`config.mk`:
```
export PLATFORM = sky130hd
export DESIGN_NAME = backend_top
export DESIGN_NICKNAME = d
export VERILOG_FILES = /design/src/logic/arch_pkg.sv /design/src/logic/isa_pkg.sv /design/src/logic/register_file.sv /design/src/logic/alu_stage.sv /design/src/logic/mul_pipe.sv /design/src/logic/wb_arbiter.sv /design/src/logic/reorder_buffer.sv /design/src/logic/issue_stage.sv /design/src/logic/backend_top.sv
export SDC_FILE = /design/constraint.sdc
export NUM_CORES = 2
export LEC_CHECK = 0
export BUFFER_PORTS_ARGS = -buffer_cell sky130_fd_sc_hd__buf_2
export CAP_MARGIN = 40
export CORE_ASPECT_RATIO = 1.75
export CORE_MARGIN = 3
export CORE_UTILIZATION = 55
export DETAILED_ROUTE_END_ITERATION = 8
export PLACE_DENSITY = 0.71
export SYNTH_ARGS = -nofsm -noshare
export SYNTH_HDL_FRONTEND = slang
export SYNTH_SLANG_ARGS = --single-unit
export TNS_END_PERCENT = 50
```
`constraint.sdc`:
```
create_clock -name clk_i -period 13.4 [get_ports clk_i]
set_input_delay 1.34 -clock clk_i [delete_from_list [all_inputs] [get_ports clk_i]]
set_output_delay 1.34 -clock clk_i [all_outputs]
set_load 0.02 [all_outputs]
```
`src/logic/arch_pkg.sv`:
```
package arch_pkg;

  // Data path
  localparam int XLEN       = 32;
  localparam int REG_ADDR_W = 5;
  localparam int NUM_REGS   = 32;

  // Defaults for the top level, overridable per instance
  localparam int ROB_ENTRIES = 8;
  localparam int ROB_IDX_W   = 3;
  localparam int MUL_STAGES  = 5;

endpackage

```
`src/logic/isa_pkg.sv`:
```
package isa_pkg;

  // One instruction word, read as R-type or I-type
  typedef union packed {
    struct packed {
      logic [6:0] funct7;
      logic [4:0] rs2;
      logic [4:0] rs1;
      logic [2:0] funct3;
      logic [4:0] rd;
      logic [6:0] opcode;
    } r;
    struct packed {
      logic [11:0] imm12;
      logic [4:0]  rs1;
      logic [2:0]  funct3;
      logic [4:0]  rd;
      logic [6:0]  opcode;
    } i;
  } instr_u;

  localparam logic [6:0] OPC_OP     = 7'b0110011;
  localparam logic [6:0] OPC_OP_IMM = 7'b0010011;

  localparam logic [6:0] F7_BASE   = 7'b0000000;
  localparam logic [6:0] F7_SUB    = 7'b0100000;
  localparam logic [6:0] F7_MULDIV = 7'b0000001;

  // ADD, SUB, ADDI and MUL all share funct3 000
  localparam logic [2:0] F3_ADD_MUL = 3'b000;

  typedef enum logic [0:0] {
    ALU_ADD = 1'b0,
    ALU_SUB = 1'b1
  } alu_op_t;

endpackage

```
`src/logic/register_file.sv`:
```
`timescale 1ns/1ps

module register_file
  import arch_pkg::*;
(
  input  logic                  clk_i,
  input  logic                  rst_i,
  input  logic [REG_ADDR_W-1:0] rd_addr_a_i,
  input  logic [REG_ADDR_W-1:0] rd_addr_b_i,
  input  logic                  wr_en_i,
  input  logic [REG_ADDR_W-1:0] wr_addr_i,
  input  logic [XLEN-1:0]       wr_data_i,
  output logic [XLEN-1:0]       rd_data_a_o,
  output logic [XLEN-1:0]       rd_data_b_o
);

  logic [XLEN-1:0] regs_q [NUM_REGS];

  always_ff @(posedge clk_i) begin
    if (!rst_i) begin
      for (int r = 0; r < NUM_REGS; r++) begin
        regs_q[r] <= '0;
      end
    end else if (wr_en_i && wr_addr_i != '0) begin
      regs_q[wr_addr_i] <= wr_data_i;
    end
  end

  assign rd_data_a_o = (rd_addr_a_i == '0) ? '0 : regs_q[rd_addr_a_i];
  assign rd_data_b_o = (rd_addr_b_i == '0) ? '0 : regs_q[rd_addr_b_i];

endmodule

```
`src/logic/alu_stage.sv`:
```
`timescale 1ns/1ps

module alu_stage
  import arch_pkg::*;
  import isa_pkg::*;
#(
  parameter int ROB_IDX_W = arch_pkg::ROB_IDX_W
) (
  input  logic                  clk_i,
  input  logic                  rst_i,
  input  logic                  issue_i,
  input  alu_op_t               op_i,
  input  logic [XLEN-1:0]       op_a_i,
  input  logic [XLEN-1:0]       op_b_i,
  input  logic [ROB_IDX_W-1:0]  tag_i,
  input  logic [REG_ADDR_W-1:0] rd_i,
  input  logic                  grant_i,
  output logic                  done_o,
  output logic [ROB_IDX_W-1:0]  tag_o,
  output logic [REG_ADDR_W-1:0] rd_o,
  output logic [XLEN-1:0]       result_o,
  output logic                  hold_o
);

  logic                  held_q;
  logic [XLEN-1:0]       result_q;
  logic [ROB_IDX_W-1:0]  tag_q;
  logic [REG_ADDR_W-1:0] rd_q;
  logic [XLEN-1:0]       sum;

  assign sum = (op_i == ALU_SUB) ? op_a_i - op_b_i : op_a_i + op_b_i;

  // Fresh result goes out directly, a refused one from the result register
  assign done_o   = issue_i || held_q;
  assign result_o = held_q ? result_q : sum;
  assign tag_o    = held_q ? tag_q : tag_i;
  assign rd_o     = held_q ? rd_q : rd_i;
  assign hold_o   = done_o && !grant_i;

  always_ff @(posedge clk_i) begin
    if (!rst_i) begin
      held_q <= 1'b0;
    end else begin
      held_q <= hold_o;
    end
  end

  always_ff @(posedge clk_i) begin
    if (issue_i) begin
      result_q <= sum;
      tag_q    <= tag_i;
      rd_q     <= rd_i;
    end
  end

  a_no_issue_while_held : assert property (@(posedge clk_i) disable iff (!rst_i)
    held_q |-> !issue_i)
    else $error("alu_stage: new op dispatched over a held result");

endmodule

```
`src/logic/mul_pipe.sv`:
```
`timescale 1ns/1ps

module mul_pipe
  import arch_pkg::*;
#(
  parameter int MUL_STAGES = arch_pkg::MUL_STAGES,
  parameter int ROB_IDX_W  = arch_pkg::ROB_IDX_W
) (
  input  logic                  clk_i,
  input  logic                  rst_i,
  input  logic                  issue_i,
  input  logic [XLEN-1:0]       op_a_i,
  input  logic [XLEN-1:0]       op_b_i,
  input  logic [ROB_IDX_W-1:0]  tag_i,
  input  logic [REG_ADDR_W-1:0] rd_i,
  output logic                  done_o,
  output logic [ROB_IDX_W-1:0]  tag_o,
  output logic [REG_ADDR_W-1:0] rd_o,
  output logic [XLEN-1:0]       result_o
);

  logic [MUL_STAGES-1:0] valid_q;
  logic [XLEN-1:0]       prod_q [MUL_STAGES];
  logic [ROB_IDX_W-1:0]  tag_q  [MUL_STAGES];
  logic [REG_ADDR_W-1:0] rd_q   [MUL_STAGES];
  logic [XLEN-1:0]       product;

  // Low word is the same for signed and unsigned operands
  assign product = op_a_i * op_b_i;

  always_ff @(posedge clk_i) begin
    if (!rst_i) begin
      valid_q <= '0;
    end else begin
      valid_q[0] <= issue_i;
      for (int s = 1; s < MUL_STAGES; s++) begin
        valid_q[s] <= valid_q[s-1];
      end
    end
  end

  // Plain shift chain, left for retiming to balance
  always_ff @(posedge clk_i) begin
    prod_q[0] <= product;
    tag_q[0]  <= tag_i;
    rd_q[0]   <= rd_i;
    for (int s = 1; s < MUL_STAGES; s++) begin
      prod_q[s] <= prod_q[s-1];
      tag_q[s]  <= tag_q[s-1];
      rd_q[s]   <= rd_q[s-1];
    end
  end

  assign done_o   = valid_q[MUL_STAGES-1];
  assign tag_o    = tag_q[MUL_STAGES-1];
  assign rd_o     = rd_q[MUL_STAGES-1];
  assign result_o = prod_q[MUL_STAGES-1];

endmodule

```
`src/logic/wb_arbiter.sv`:
```
`timescale 1ns/1ps

module wb_arbiter
  import arch_pkg::*;
#(
  parameter int ROB_IDX_W = arch_pkg::ROB_IDX_W
) (
  input  logic                  mul_done_i,
  input  logic [ROB_IDX_W-1:0]  mul_tag_i,
  input  logic [REG_ADDR_W-1:0] mul_rd_i,
  input  logic [XLEN-1:0]       mul_result_i,
  input  logic                  alu_done_i,
  input  logic [ROB_IDX_W-1:0]  alu_tag_i,
  input  logic [REG_ADDR_W-1:0] alu_rd_i,
  input  logic [XLEN-1:0]       alu_result_i,
  output logic                  alu_grant_o,
  output logic                  wb_valid_o,
  output logic [ROB_IDX_W-1:0]  wb_tag_o,
  output logic [REG_ADDR_W-1:0] wb_rd_o,
  output logic [XLEN-1:0]       wb_data_o
);

  // Multiplier cannot stall, so it always wins the port
  always_comb begin
    alu_grant_o = !mul_done_i;
    wb_valid_o  = mul_done_i || alu_done_i;
    if (mul_done_i) begin
      wb_tag_o  = mul_tag_i;
      wb_rd_o   = mul_rd_i;
      wb_data_o = mul_result_i;
    end else begin
      wb_tag_o  = alu_tag_i;
      wb_rd_o   = alu_rd_i;
      wb_data_o = alu_result_i;
    end
  end

endmodule

```
`src/logic/reorder_buffer.sv`:
```
`timescale 1ns/1ps

module reorder_buffer
  import arch_pkg::*;
#(
  parameter int ROB_ENTRIES = arch_pkg::ROB_ENTRIES,
  parameter int ROB_IDX_W   = arch_pkg::ROB_IDX_W
) (
  input  logic                  clk_i,
  input  logic                  rst_i,
  input  logic                  alloc_i,
  input  logic [REG_ADDR_W-1:0] alloc_rd_i,
  input  logic                  complete_i,
  input  logic [ROB_IDX_W-1:0]  complete_tag_i,
  input  logic [XLEN-1:0]       complete_data_i,
  output logic                  full_o,
  output logic [ROB_IDX_W-1:0]  alloc_tag_o,
  output logic                  commit_valid_o,
  output logic [REG_ADDR_W-1:0] commit_rd_o,
  output logic [XLEN-1:0]       commit_data_o
);

  logic [ROB_ENTRIES-1:0] valid_q;
  logic [ROB_ENTRIES-1:0] done_q;
  logic [REG_ADDR_W-1:0]  rd_q   [ROB_ENTRIES];
  logic [XLEN-1:0]        data_q [ROB_ENTRIES];
  logic [ROB_IDX_W-1:0]   head_q, tail_q;
  logic [ROB_IDX_W:0]     count_q;
  logic                   commit;

  // Wraps for depths that are not a power of two
  function automatic logic [ROB_IDX_W-1:0] next_idx(input logic [ROB_IDX_W-1:0] idx);
    if (idx == ROB_IDX_W'(ROB_ENTRIES - 1)) begin
      return '0;
    end
    return idx + 1'b1;
  endfunction

  assign full_o      = count_q == (ROB_IDX_W+1)'(ROB_ENTRIES);
  assign alloc_tag_o = tail_q;

  assign commit         = valid_q[head_q] && done_q[head_q];
  assign commit_valid_o = commit;
  assign commit_rd_o    = rd_q[head_q];
  assign commit_data_o  = data_q[head_q];

  always_ff @(posedge clk_i) begin
    if (!rst_i) begin
      valid_q <= '0;
      done_q  <= '0;
      head_q  <= '0;
      tail_q  <= '0;
      count_q <= '0;
    end else begin
      if (alloc_i) begin
        valid_q[tail_q] <= 1'b1;
        done_q[tail_q]  <= 1'b0;
        tail_q          <= next_idx(tail_q);
      end
      if (complete_i) begin
        done_q[complete_tag_i] <= 1'b1;
      end
      if (commit) begin
        valid_q[head_q] <= 1'b0;
        head_q          <= next_idx(head_q);
      end
      case ({alloc_i, commit})
        2'b10:   count_q <= count_q + 1'b1;
        2'b01:   count_q <= count_q - 1'b1;
        default: count_q <= count_q;
      endcase
    end
  end

  always_ff @(posedge clk_i) begin
    if (alloc_i) begin
      rd_q[tail_q] <= alloc_rd_i;
    end
    if (complete_i) begin
      data_q[complete_tag_i] <= complete_data_i;
    end
  end

  a_no_alloc_when_full : assert property (@(posedge clk_i) disable iff (!rst_i)
    alloc_i |-> !full_o)
    else $error("reorder_buffer: allocation while full");

  a_complete_live_entry : assert property (@(posedge clk_i) disable iff (!rst_i)
    complete_i |-> valid_q[complete_tag_i] && !done_q[complete_tag_i])
    else $error("reorder_buffer: completion for free entry %0d", complete_tag_i);

endmodule

```
`src/logic/issue_stage.sv`:
```
`timescale 1ns/1ps

module issue_stage
  import arch_pkg::*;
  import isa_pkg::*;
#(
  parameter int ROB_IDX_W = arch_pkg::ROB_IDX_W
) (
  input  logic                  clk_i,
  input  logic                  rst_i,
  input  logic                  instr_valid_i,
  input  instr_u                instr_i,
  input  logic [XLEN-1:0]       rs1_data_i,
  input  logic [XLEN-1:0]       rs2_data_i,
  input  logic                  rob_full_i,
  input  logic [ROB_IDX_W-1:0]  rob_tag_i,
  input  logic                  alu_hold_i,
  input  logic                  wb_valid_i,
  input  logic [REG_ADDR_W-1:0] wb_rd_i,
  output logic                  instr_ready_o,
  output logic [REG_ADDR_W-1:0] rs1_addr_o,
  output logic [REG_ADDR_W-1:0] rs2_addr_o,
  output logic                  alloc_o,
  output logic [REG_ADDR_W-1:0] alloc_rd_o,
  output logic                  alu_issue_o,
  output alu_op_t               alu_op_o,
  output logic                  mul_issue_o,
  output logic [XLEN-1:0]       op_a_o,
  output logic [XLEN-1:0]       op_b_o,
  output logic [ROB_IDX_W-1:0]  issue_tag_o,
  output logic [REG_ADDR_W-1:0] issue_rd_o
);

  // One bit per register with a write in flight
  logic [NUM_REGS-1:0]   pending_q;
  logic                  ready_en_q;
  logic                  is_op, is_op_imm;
  logic                  is_alu, is_mul, is_supported;
  logic [REG_ADDR_W-1:0] rd;
  logic [XLEN-1:0]       imm_sext;
  logic                  hazard;
  logic                  accept;

  assign is_op     = instr_i.r.opcode == OPC_OP;
  assign is_op_imm = instr_i.i.opcode == OPC_OP_IMM;
  assign is_mul    = is_op && instr_i.r.funct3 == F3_ADD_MUL && instr_i.r.funct7 == F7_MULDIV;
  assign is_alu    = (is_op && instr_i.r.funct3 == F3_ADD_MUL &&
                      (instr_i.r.funct7 == F7_BASE || instr_i.r.funct7 == F7_SUB)) ||
                     (is_op_imm && instr_i.i.funct3 == F3_ADD_MUL);
  assign is_supported = is_alu || is_mul;

  assign rd         = instr_i.r.rd;
  assign rs1_addr_o = instr_i.r.rs1;
  assign rs2_addr_o = instr_i.r.rs2;
  assign imm_sext   = {{(XLEN-12){instr_i.i.imm12[11]}}, instr_i.i.imm12};

  // For ADDI the rs2 field is immediate bits, so it is not checked
  assign hazard = pending_q[instr_i.r.rs1] || (is_op && pending_q[instr_i.r.rs2]) ||
                  pending_q[rd];

  assign instr_ready_o = ready_en_q && !rob_full_i && !hazard && !(is_alu && alu_hold_i);
  assign accept        = instr_valid_i && instr_ready_o;
  assign alloc_o       = accept;
  assign alloc_rd_o    = rd;

  always_ff @(posedge clk_i) begin
    if (!rst_i) begin
      ready_en_q  <= 1'b0;
      alu_issue_o <= 1'b0;
      mul_issue_o <= 1'b0;
    end else begin
      ready_en_q  <= 1'b1;
      alu_issue_o <= accept && is_alu;
      mul_issue_o <= accept && is_mul;
    end
  end

  always_ff @(posedge clk_i) begin
    if (accept) begin
      alu_op_o    <= (is_op && instr_i.r.funct7 == F7_SUB) ? ALU_SUB : ALU_ADD;
      op_a_o      <= rs1_data_i;
      op_b_o      <= is_op ? rs2_data_i : imm_sext;
      issue_tag_o <= rob_tag_i;
      issue_rd_o  <= rd;
    end
  end

  // A new claim overrides a release of the same register
  always_ff @(posedge clk_i) begin
    if (!rst_i) begin
      pending_q <= '0;
    end else begin
      if (wb_valid_i) begin
        pending_q[wb_rd_i] <= 1'b0;
      end
      if (accept && rd != '0) begin
        pending_q[rd] <= 1'b1;
      end
    end
  end

  a_supported_only : assert property (@(posedge clk_i) disable iff (!rst_i)
    accept |-> is_supported)
    else $error("issue_stage: unsupported encoding %h accepted", instr_i);

endmodule

```
`src/logic/backend_top.sv`:
```
`timescale 1ns/1ps

module backend_top
  import arch_pkg::*;
  import isa_pkg::*;
#(
  parameter int ROB_ENTRIES = arch_pkg::ROB_ENTRIES,
  parameter int ROB_IDX_W   = arch_pkg::ROB_IDX_W,
  parameter int MUL_STAGES  = arch_pkg::MUL_STAGES
) (
  input  logic                  clk_i,
  input  logic                  rst_i,
  input  logic                  instr_valid_i,
  input  instr_u                instr_i,
  output logic                  instr_ready_o,
  output logic                  commit_valid_o,
  output logic [REG_ADDR_W-1:0] commit_rd_o,
  output logic [XLEN-1:0]       commit_data_o
);

  // Issue to execute
  logic [REG_ADDR_W-1:0] rs1_addr, rs2_addr;
  logic [XLEN-1:0]       rs1_data, rs2_data;
  logic                  alloc;
  logic [REG_ADDR_W-1:0] alloc_rd;
  logic                  alu_issue, mul_issue;
  alu_op_t               alu_op;
  logic [XLEN-1:0]       op_a, op_b;
  logic [ROB_IDX_W-1:0]  issue_tag;
  logic [REG_ADDR_W-1:0] issue_rd;

  // Execute to write-back
  logic                  alu_done, alu_hold, alu_grant;
  logic [ROB_IDX_W-1:0]  alu_tag;
  logic [REG_ADDR_W-1:0] alu_rd;
  logic [XLEN-1:0]       alu_result;
  logic                  mul_done;
  logic [ROB_IDX_W-1:0]  mul_tag;
  logic [REG_ADDR_W-1:0] mul_rd;
  logic [XLEN-1:0]       mul_result;

  // Write-back bus and ROB status
  logic                  wb_valid;
  logic [ROB_IDX_W-1:0]  wb_tag;
  logic [REG_ADDR_W-1:0] wb_rd;
  logic [XLEN-1:0]       wb_data;
  logic                  rob_full;
  logic [ROB_IDX_W-1:0]  rob_tag;

  issue_stage #(
    .ROB_IDX_W     (ROB_IDX_W)
  ) issue_stage_inst (
    .clk_i         (clk_i),
    .rst_i         (rst_i),
    .instr_valid_i (instr_valid_i),
    .instr_i       (instr_i),
    .rs1_data_i    (rs1_data),
    .rs2_data_i    (rs2_data),
    .rob_full_i    (rob_full),
    .rob_tag_i     (rob_tag),
    .alu_hold_i    (alu_hold),
    .wb_valid_i    (wb_valid),
    .wb_rd_i       (wb_rd),
    .instr_ready_o (instr_ready_o),
    .rs1_addr_o    (rs1_addr),
    .rs2_addr_o    (rs2_addr),
    .alloc_o       (alloc),
    .alloc_rd_o    (alloc_rd),
    .alu_issue_o   (alu_issue),
    .alu_op_o      (alu_op),
    .mul_issue_o   (mul_issue),
    .op_a_o        (op_a),
    .op_b_o        (op_b),
    .issue_tag_o   (issue_tag),
    .issue_rd_o    (issue_rd)
  );

  alu_stage #(
    .ROB_IDX_W (ROB_IDX_W)
  ) alu_stage_inst (
    .clk_i     (clk_i),
    .rst_i     (rst_i),
    .issue_i   (alu_issue),
    .op_i      (alu_op),
    .op_a_i    (op_a),
    .op_b_i    (op_b),
    .tag_i     (issue_tag),
    .rd_i      (issue_rd),
    .grant_i   (alu_grant),
    .done_o    (alu_done),
    .tag_o     (alu_tag),
    .rd_o      (alu_rd),
    .result_o  (alu_result),
    .hold_o    (alu_hold)
  );

  mul_pipe #(
    .MUL_STAGES (MUL_STAGES),
    .ROB_IDX_W  (ROB_IDX_W)
  ) mul_pipe_inst (
    .clk_i      (clk_i),
    .rst_i      (rst_i),
    .issue_i    (mul_issue),
    .op_a_i     (op_a),
    .op_b_i     (op_b),
    .tag_i      (issue_tag),
    .rd_i       (issue_rd),
    .done_o     (mul_done),
    .tag_o      (mul_tag),
    .rd_o       (mul_rd),
    .result_o   (mul_result)
  );

  wb_arbiter #(
    .ROB_IDX_W    (ROB_IDX_W)
  ) wb_arbiter_inst (
    .mul_done_i   (mul_done),
    .mul_tag_i    (mul_tag),
    .mul_rd_i     (mul_rd),
    .mul_result_i (mul_result),
    .alu_done_i   (alu_done),
    .alu_tag_i    (alu_tag),
    .alu_rd_i     (alu_rd),
    .alu_result_i (alu_result),
    .alu_grant_o  (alu_grant),
    .wb_valid_o   (wb_valid),
    .wb_tag_o     (wb_tag),
    .wb_rd_o      (wb_rd),
    .wb_data_o    (wb_data)
  );

  register_file future_file_inst (
    .clk_i       (clk_i),
    .rst_i       (rst_i),
    .rd_addr_a_i (rs1_addr),
    .rd_addr_b_i (rs2_addr),
    .wr_en_i     (wb_valid),
    .wr_addr_i   (wb_rd),
    .wr_data_i   (wb_data),
    .rd_data_a_o (rs1_data),
    .rd_data_b_o (rs2_data)
  );

  reorder_buffer #(
    .ROB_ENTRIES     (ROB_ENTRIES),
    .ROB_IDX_W       (ROB_IDX_W)
  ) reorder_buffer_inst (
    .clk_i           (clk_i),
    .rst_i           (rst_i),
    .alloc_i         (alloc),
    .alloc_rd_i      (alloc_rd),
    .complete_i      (wb_valid),
    .complete_tag_i  (wb_tag),
    .complete_data_i (wb_data),
    .full_o          (rob_full),
    .alloc_tag_o     (rob_tag),
    .commit_valid_o  (commit_valid_o),
    .commit_rd_o     (commit_rd_o),
    .commit_data_o   (commit_data_o)
  );

endmodule

```
**Word level (Yosys, flattened, before mapping)**

Memories as Yosys holds them, arrays and structs flattened. A register that Yosys moved wholly into a read port is not among the register bits.
Cells that the tools add are included.

- Flip-flop bits (word level): 148
- ROM bits: 0
- Output and inout bits: 39
- Memories: 6
- RAM bits: 1520
- Bits in latches: 0
- Input bits: 35
- Word-level logic and storage cells: 166

- Div/mod/pow operators: 0
- Reduce and logical (&&, ||, !) cells: 39
- $mul: 1
- Bitwise logic cells: 9
- Multiplexer cells: 66
- Shifts and indexed selects: 0
- Eq/ne operators: 9
- Add/sub/neg operators: 6
- Order comparisons: 12

Memories:

| name | depth | bits a word | read ports | clocked after memory_dff | wr ports | line | source |
|---|---|---|---|---|---|---|---|
| future_file_inst.regs_q | 32 | 32 | 2 | 1 | 32 | register_file.sv:17 | `logic [XLEN-1:0] regs_q [NUM_REGS];` |
| reorder_buffer_inst.data_q | 8 | 32 | 1 | 1 | 1 | reorder_buffer.sv:26 | `logic [XLEN-1:0] data_q [ROB_ENTRIES];` |
| mul_pipe_inst.prod_q | 5 | 32 | 5 | 0 | 5 | mul_pipe.sv:23 | `logic [XLEN-1:0] prod_q [MUL_STAGES];` |
| reorder_buffer_inst.rd_q | 8 | 5 | 1 | 1 | 1 | reorder_buffer.sv:25 | `logic [REG_ADDR_W-1:0] rd_q [ROB_ENTRIES];` |
| mul_pipe_inst.rd_q | 5 | 5 | 5 | 0 | 5 | mul_pipe.sv:25 | `logic [REG_ADDR_W-1:0] rd_q [MUL_STAGES];` |
| mul_pipe_inst.tag_q | 5 | 3 | 5 | 0 | 5 | mul_pipe.sv:24 | `logic [ROB_IDX_W-1:0] tag_q [MUL_STAGES];` |

Operators with widths:

| cell | count |
|---|---|
| $mux W32 | 9 |
| $mux W8 | 6 |
| $add A32 B32 Y32 | 1 |
| $and A32 B32 Y32 | 1 |
| $mul A32 B32 Y32 | 1 |
| $not A32 Y32 | 1 |
| $or A32 B32 Y32 | 1 |
| $reduce_or A32 Y1 | 1 |
| $sub A32 B32 Y32 | 1 |
| $mux W3 | 10 |
| $mux W1 | 27 |
| $lt A5 B6 Y1 const B | 4 |
| $logic_and A1 B1 Y1 | 22 |
| $and A8 B8 Y8 | 2 |
| $not A8 Y8 | 2 |
| $or A8 B8 Y8 | 2 |
| $bmux W1 S5 | 3 |
| $mux W5 | 3 |
| $eq A7 B6 Y1 const B | 2 |
| $lt A3 B4 Y1 const B | 3 |
| $demux W1 S5 | 2 |
| $ge A5 B1 Y1 const B | 2 |
| $logic_not A5 Y1 | 2 |
| $reduce_bool A5 Y1 | 2 |
| 18 further kinds | 32 |

**Depth between registers and ports, before layout**

- Depth after elaboration: 13
- Depth in mapped cells: 28

**Hierarchy**

A second synthesis with hierarchy kept.

- Cell total of the unflattened synthesis: 6960
- Area, all modules: 97149.4 um^2

Modules (own cells, without submodules):

| module | area an instance (um^2) | seq. area each (um^2) | cells an instance | instances |
|---|---|---|---|---|
| register_file | 54204.5 | 30749.5 | 3509 | 1 |
| mul_pipe | 20208.1 | 4103.9 | 1949 | 1 |
| reorder_buffer | 12602.1 | 9469.1 | 598 | 1 |
| issue_stage | 5154.9 | 2892.8 | 369 | 1 |
| alu_stage | 4285.4 | 1221.2 | 488 | 1 |
| wb_arbiter | 694.4 | 0.0 | 47 | 1 |

**Worst setup path before layout**

OpenSTA, ideal clock, no wires.

- Path kind: reg2reg
- Start point: register issue_stage_inst.op_b_o[6]
- End point: memory mul_pipe_inst.prod_q[0][31]
- Cell stages (with the launch flop): 27
- Library setup time: 0.072 ns
- Clock period less this slack: 6.983 ns
- Slack: 6.417 ns
- Arrival time: 6.911 ns
- Buffers on the path: 2
- Cells stage by stage: edfxtp_1 clkbuf_1 clkbuf_1 and2_1 fa_1 fa_1 fa_1 inv_1 fa_1 inv_1 fa_1 inv_1 fa_1 inv_1 fa_1 fa_1 ha_1 a21oi_1 a21o_1 o311ai_0 a311o_1 nand2_1 o21ai_0 a311oi_1 o21ai_0 a21oi_1 xnor2_1

RTL lines:

| item | line | source |
|---|---|---|
| start: declaration | issue_stage.sv:29 | `output logic [XLEN-1:0] op_b_o,` |
| start signal: assignment | issue_stage.sv:82 | `op_b_o <= is_op ? rs2_data_i : imm_sext;` |
| end: declaration | mul_pipe.sv:23 |  |

==> results.cfg <==
[logic_synthesis]
ys_seq_area_share_pct = 52.2
syn_area_per_cell_um2 = 14.0
synth_area_um2 = 92800
synth_edf_count = 1433
synth_cell_types = 79
synth_cells = 6642
yosys_most_used_dff = edfxtp_1
synth_area_leader_cell = edfxtp_1
synthTopCellsByArea = edfxtp_1 46%, mux4_2 18%, fa_1 8.8%, dfxtp_1 5.8%, nor2_1 4.3%
synth-async-reset-ratio_pct = 0
synth_top_area_share_pct = 46.4
yosysWarnings = 0
ys_seq_elements = 1703

[place]
hpwlAfterDp_mm = 185
post-place-ws_ns = 5.72
port_buffers = 73
dpl-instance-area_um2 = 96500
dp_cells = 8623
routabilityCongestion = 0.957

[worst_setup_path]
crit_path_start_kind = register
worstRegToRegCells = 24
r2r_setup_slack_ns = 5.57
cp-startpoint = issue_stage_inst.op_a_o[12]$_SDFFCE_PN0P_
critPathMaxFanout = 21
critPathCapture = mul_pipe_inst.prod_q[0][31]$_DFF_P_
crit_type = register to register
worstReg2RegEnd = mul_pipe_inst.prod_q[0][31]$_DFF_P_
arrival_ns = 8.54
cp-end-kind = register
cp.required_ns = 14.11
r2r-start = issue_stage_inst.op_a_o[12]$_SDFFCE_PN0P_

[routing]
drc = 0
first_pass_iters = 6
routedWlPerCell_um = 33.0
via_count = 59200
vias_per_cell = 6.64
wl_met2_mm = 142
dr_wl_met3_mm = 31.5
wl_met1_mm = 88.1
ant_nets = 0
top_layer = met5
drtIter0Drc = 7431
wirelength_mm = 294

[clock_network]
cts_buffers = 157
ctsResizeCount = 0
clkTransAtPathRegs_ns = 0.07
cts_max_path_buffers = 4
tritoncts = built
holdBufCountCts = 0
cts_root_buffer = clkbuf_16
clock-sinks = 1703
cts_htree_levels = 4
post-cts-setup-buffers = 0
clock_latency_ns = 0.86

[timing]
grt_setup_unrepaired = no
slew_headroom_pct = 29.4
finalCritPeriodShare_pct = 58.4
fin_ws_ns = 5.57
hold_ws_ns = 0.283
drv_slew = 0
fmax_mhz = 128
tightest_slew_ns = 1.06
skew_ns = 0.0820
finalSetupViolations = 0
fin_setup_tns_ns = 0
min_period_ns = 7.83
hold_viol_final = 0

[global_routing]
first_global_vias = 62300
grt_max_degree = 102
grt_usage_pct = 34.4
grt.overflow.total = 0
antenna_found_initial = 20
grt_pass1_wl_mm = 424

[power_and_ir_drop]
p_leak_uw = 0.0381
power.density_nw_per_um2 = 217
ir_drop_mv = 0.694

[floorplanning]
die_x_um = 317
core-area_um2 = 167000
ioPinCount = 74
die_area_um2 = 174000
fp-row-count = 198
start_util_pct = 55.6
die_y_um = 549

[cells_and_area]
layout_common_cells = 1433 x edfxtp_1, 1055 x nor2_1, 741 x mux4_2, 454 x inv_1, 410 x fa_1
final_cell_area_um2 = 101000
instances_no_fill = 8916
mostFrequentLayoutCell = edfxtp_1
layout-drive-gt1-share_pct = 20.7
area_growth_pct = 9.21
fin_nets = 7192

[job]
maxCapViolations = 0

[hold_path]
min_path_cells = 0
hold_class = register to register

[run_status]
status = finished clean
## where the power goes
part,total [µW],internal [µW],leakage [µW],switching [µW]
clock,4420,2400,0.00237,2020
combinational,11000,4590,0.0192,6390
sequential,6600,6340,0.0165,261
## how the worst min path moves through the flow
| stage | endpoint | from |
|---|---|---|
| finish | mul_pipe_inst.prod_q[0][120]$_DFF_P_ | mul_pipe_inst.prod_q[0][88]$_DFF_P_ |
| global route | mul_pipe_inst.prod_q[0][120]$_DFF_P_ | mul_pipe_inst.prod_q[0][88]$_DFF_P_ |
| CTS | mul_pipe_inst.prod_q[0][120]$_DFF_P_ | mul_pipe_inst.prod_q[0][88]$_DFF_P_ |
| detailed placement | mul_pipe_inst.prod_q[0][121]$_DFF_P_ | mul_pipe_inst.prod_q[0][89]$_DFF_P_ |
| global placement | mul_pipe_inst.prod_q[0][108]$_DFF_P_ | mul_pipe_inst.prod_q[0][76]$_DFF_P_ |
| floorplan | mul_pipe_inst.prod_q[0][100]$_DFF_P_ | mul_pipe_inst.prod_q[0][68]$_DFF_P_ |
## sequential cells by signal (all words and copies together), names as in the netlist, 3 cells and up, named ones only
| name | count |
|---|---|
| future_file_inst.regs_q | 1024 |
| reorder_buffer_inst.data_q | 256 |
| mul_pipe_inst.prod_q | 160 |
| reorder_buffer_inst.rd_q | 40 |
| alu_stage_inst.result_q | 32 |
| issue_stage_inst.op_a_o | 32 |
| issue_stage_inst.op_b_o | 32 |
| issue_stage_inst.pending_q | 32 |
| mul_pipe_inst.rd_q | 25 |
| mul_pipe_inst.tag_q | 15 |
| reorder_buffer_inst.done_q | 8 |
| reorder_buffer_inst.valid_q | 8 |
| alu_stage_inst.rd_q | 5 |
| issue_stage_inst.issue_rd_o | 5 |
| mul_pipe_inst.valid_q | 5 |
| reorder_buffer_inst.count_q | 4 |
| alu_stage_inst.tag_q | 3 |
| issue_stage_inst.issue_tag_o | 3 |
| reorder_buffer_inst.alloc_tag_o | 3 |
| reorder_buffer_inst.head_q | 3 |
## worst max-delay path, stage by stage, from the launching register on
cell	delay, ns
edfxtp_1	0.92
and2_1	0.26
fa_1	0.44
fa_1	0.49
fa_1	0.51
inv_1	0.06
fa_1	0.49
inv_1	0.06
fa_1	0.50
inv_1	0.05
fa_1	0.53
inv_1	0.05
fa_1	0.45
fa_1	0.38
ha_1	0.38
a21oi_1	0.15
a21o_1	0.12
o311ai_0	0.15
a311o_1	0.40
nand2_1	0.11
o21ai_0	0.19
a311oi_1	0.52
o21ai_0	0.17
a21oi_1	0.20
xnor2_1	0.14
## synthesized netlist by cell type, types with 23 or more instances
| library cell | number |
|---|---|
| mux2_2 | 39 |
| xor2_1 | 25 |
| nor2_1 | 1066 |
| a21oi_1 | 101 |
| clkbuf_1 | 410 |
| dfxtp_1 | 270 |
| ha_1 | 163 |
| inv_1 | 455 |
| fa_1 | 410 |
| xnor2_1 | 116 |
| mux4_2 | 741 |
| a21o_1 | 23 |
| nor3_1 | 114 |
| o211ai_1 | 34 |
| nand2_1 | 386 |
| o21ai_0 | 123 |
| mux2i_1 | 88 |
| and2_1 | 302 |
| edfxtp_1 | 1433 |
| buf_1 | 90 |
## per-layer routing
layer | vias to the layer above | global-route usage (%)
met3 | 1139 | 7.28
li1 | 23800 | -
met2 | 4070 | 56.0
met1 | 30200 | 38.4
met4 | 12 | 29.7
met5 | - | 0
## layout make-up
| class | instances | area (µm²) |
|---|---|---|
| fill | 12300 | 65600 |
| sequential | 1703 | 48400 |
| multi-input combinational | 3994 | 41300 |
| clock buffer | 197 | 4150 |
| tap | 2200 | 2750 |
| timing repair buffer | 272 | 2290 |
| inverter | 456 | 1720 |
| clock inverter | 77 | 702 |
| antenna | 17 | 42.5 |
## stage by stage
| step | power (µW) | utilization [%] |
|---|---|---|
| floorplan | 14300 | - |
| global placement | 17200 | 57.4 |
| detailed placement | 17500 | 57.8 |
| CTS | 21900 | 60.7 |
| global route | 23300 | 60.7 |
| finish | 22000 | 60.7 |
## logic make-up after synthesis
group / count (synthesis) / synth area share (%)
AO/OA/AOI/OAI: 392 / 2.63
XOR/XNOR: 142 / 1.35
adder cells (fa/ha/maj): 573 / 11.0
buffers and inverters: 976 / 4.00
flip-flops: 1703 / 52.2
multiplexers: 868 / 19.4
other: 1 / 0.00404
AND/OR/NAND/NOR: 1987 / 9.40
No activity file was read; power rests on OpenSTA's default activity.
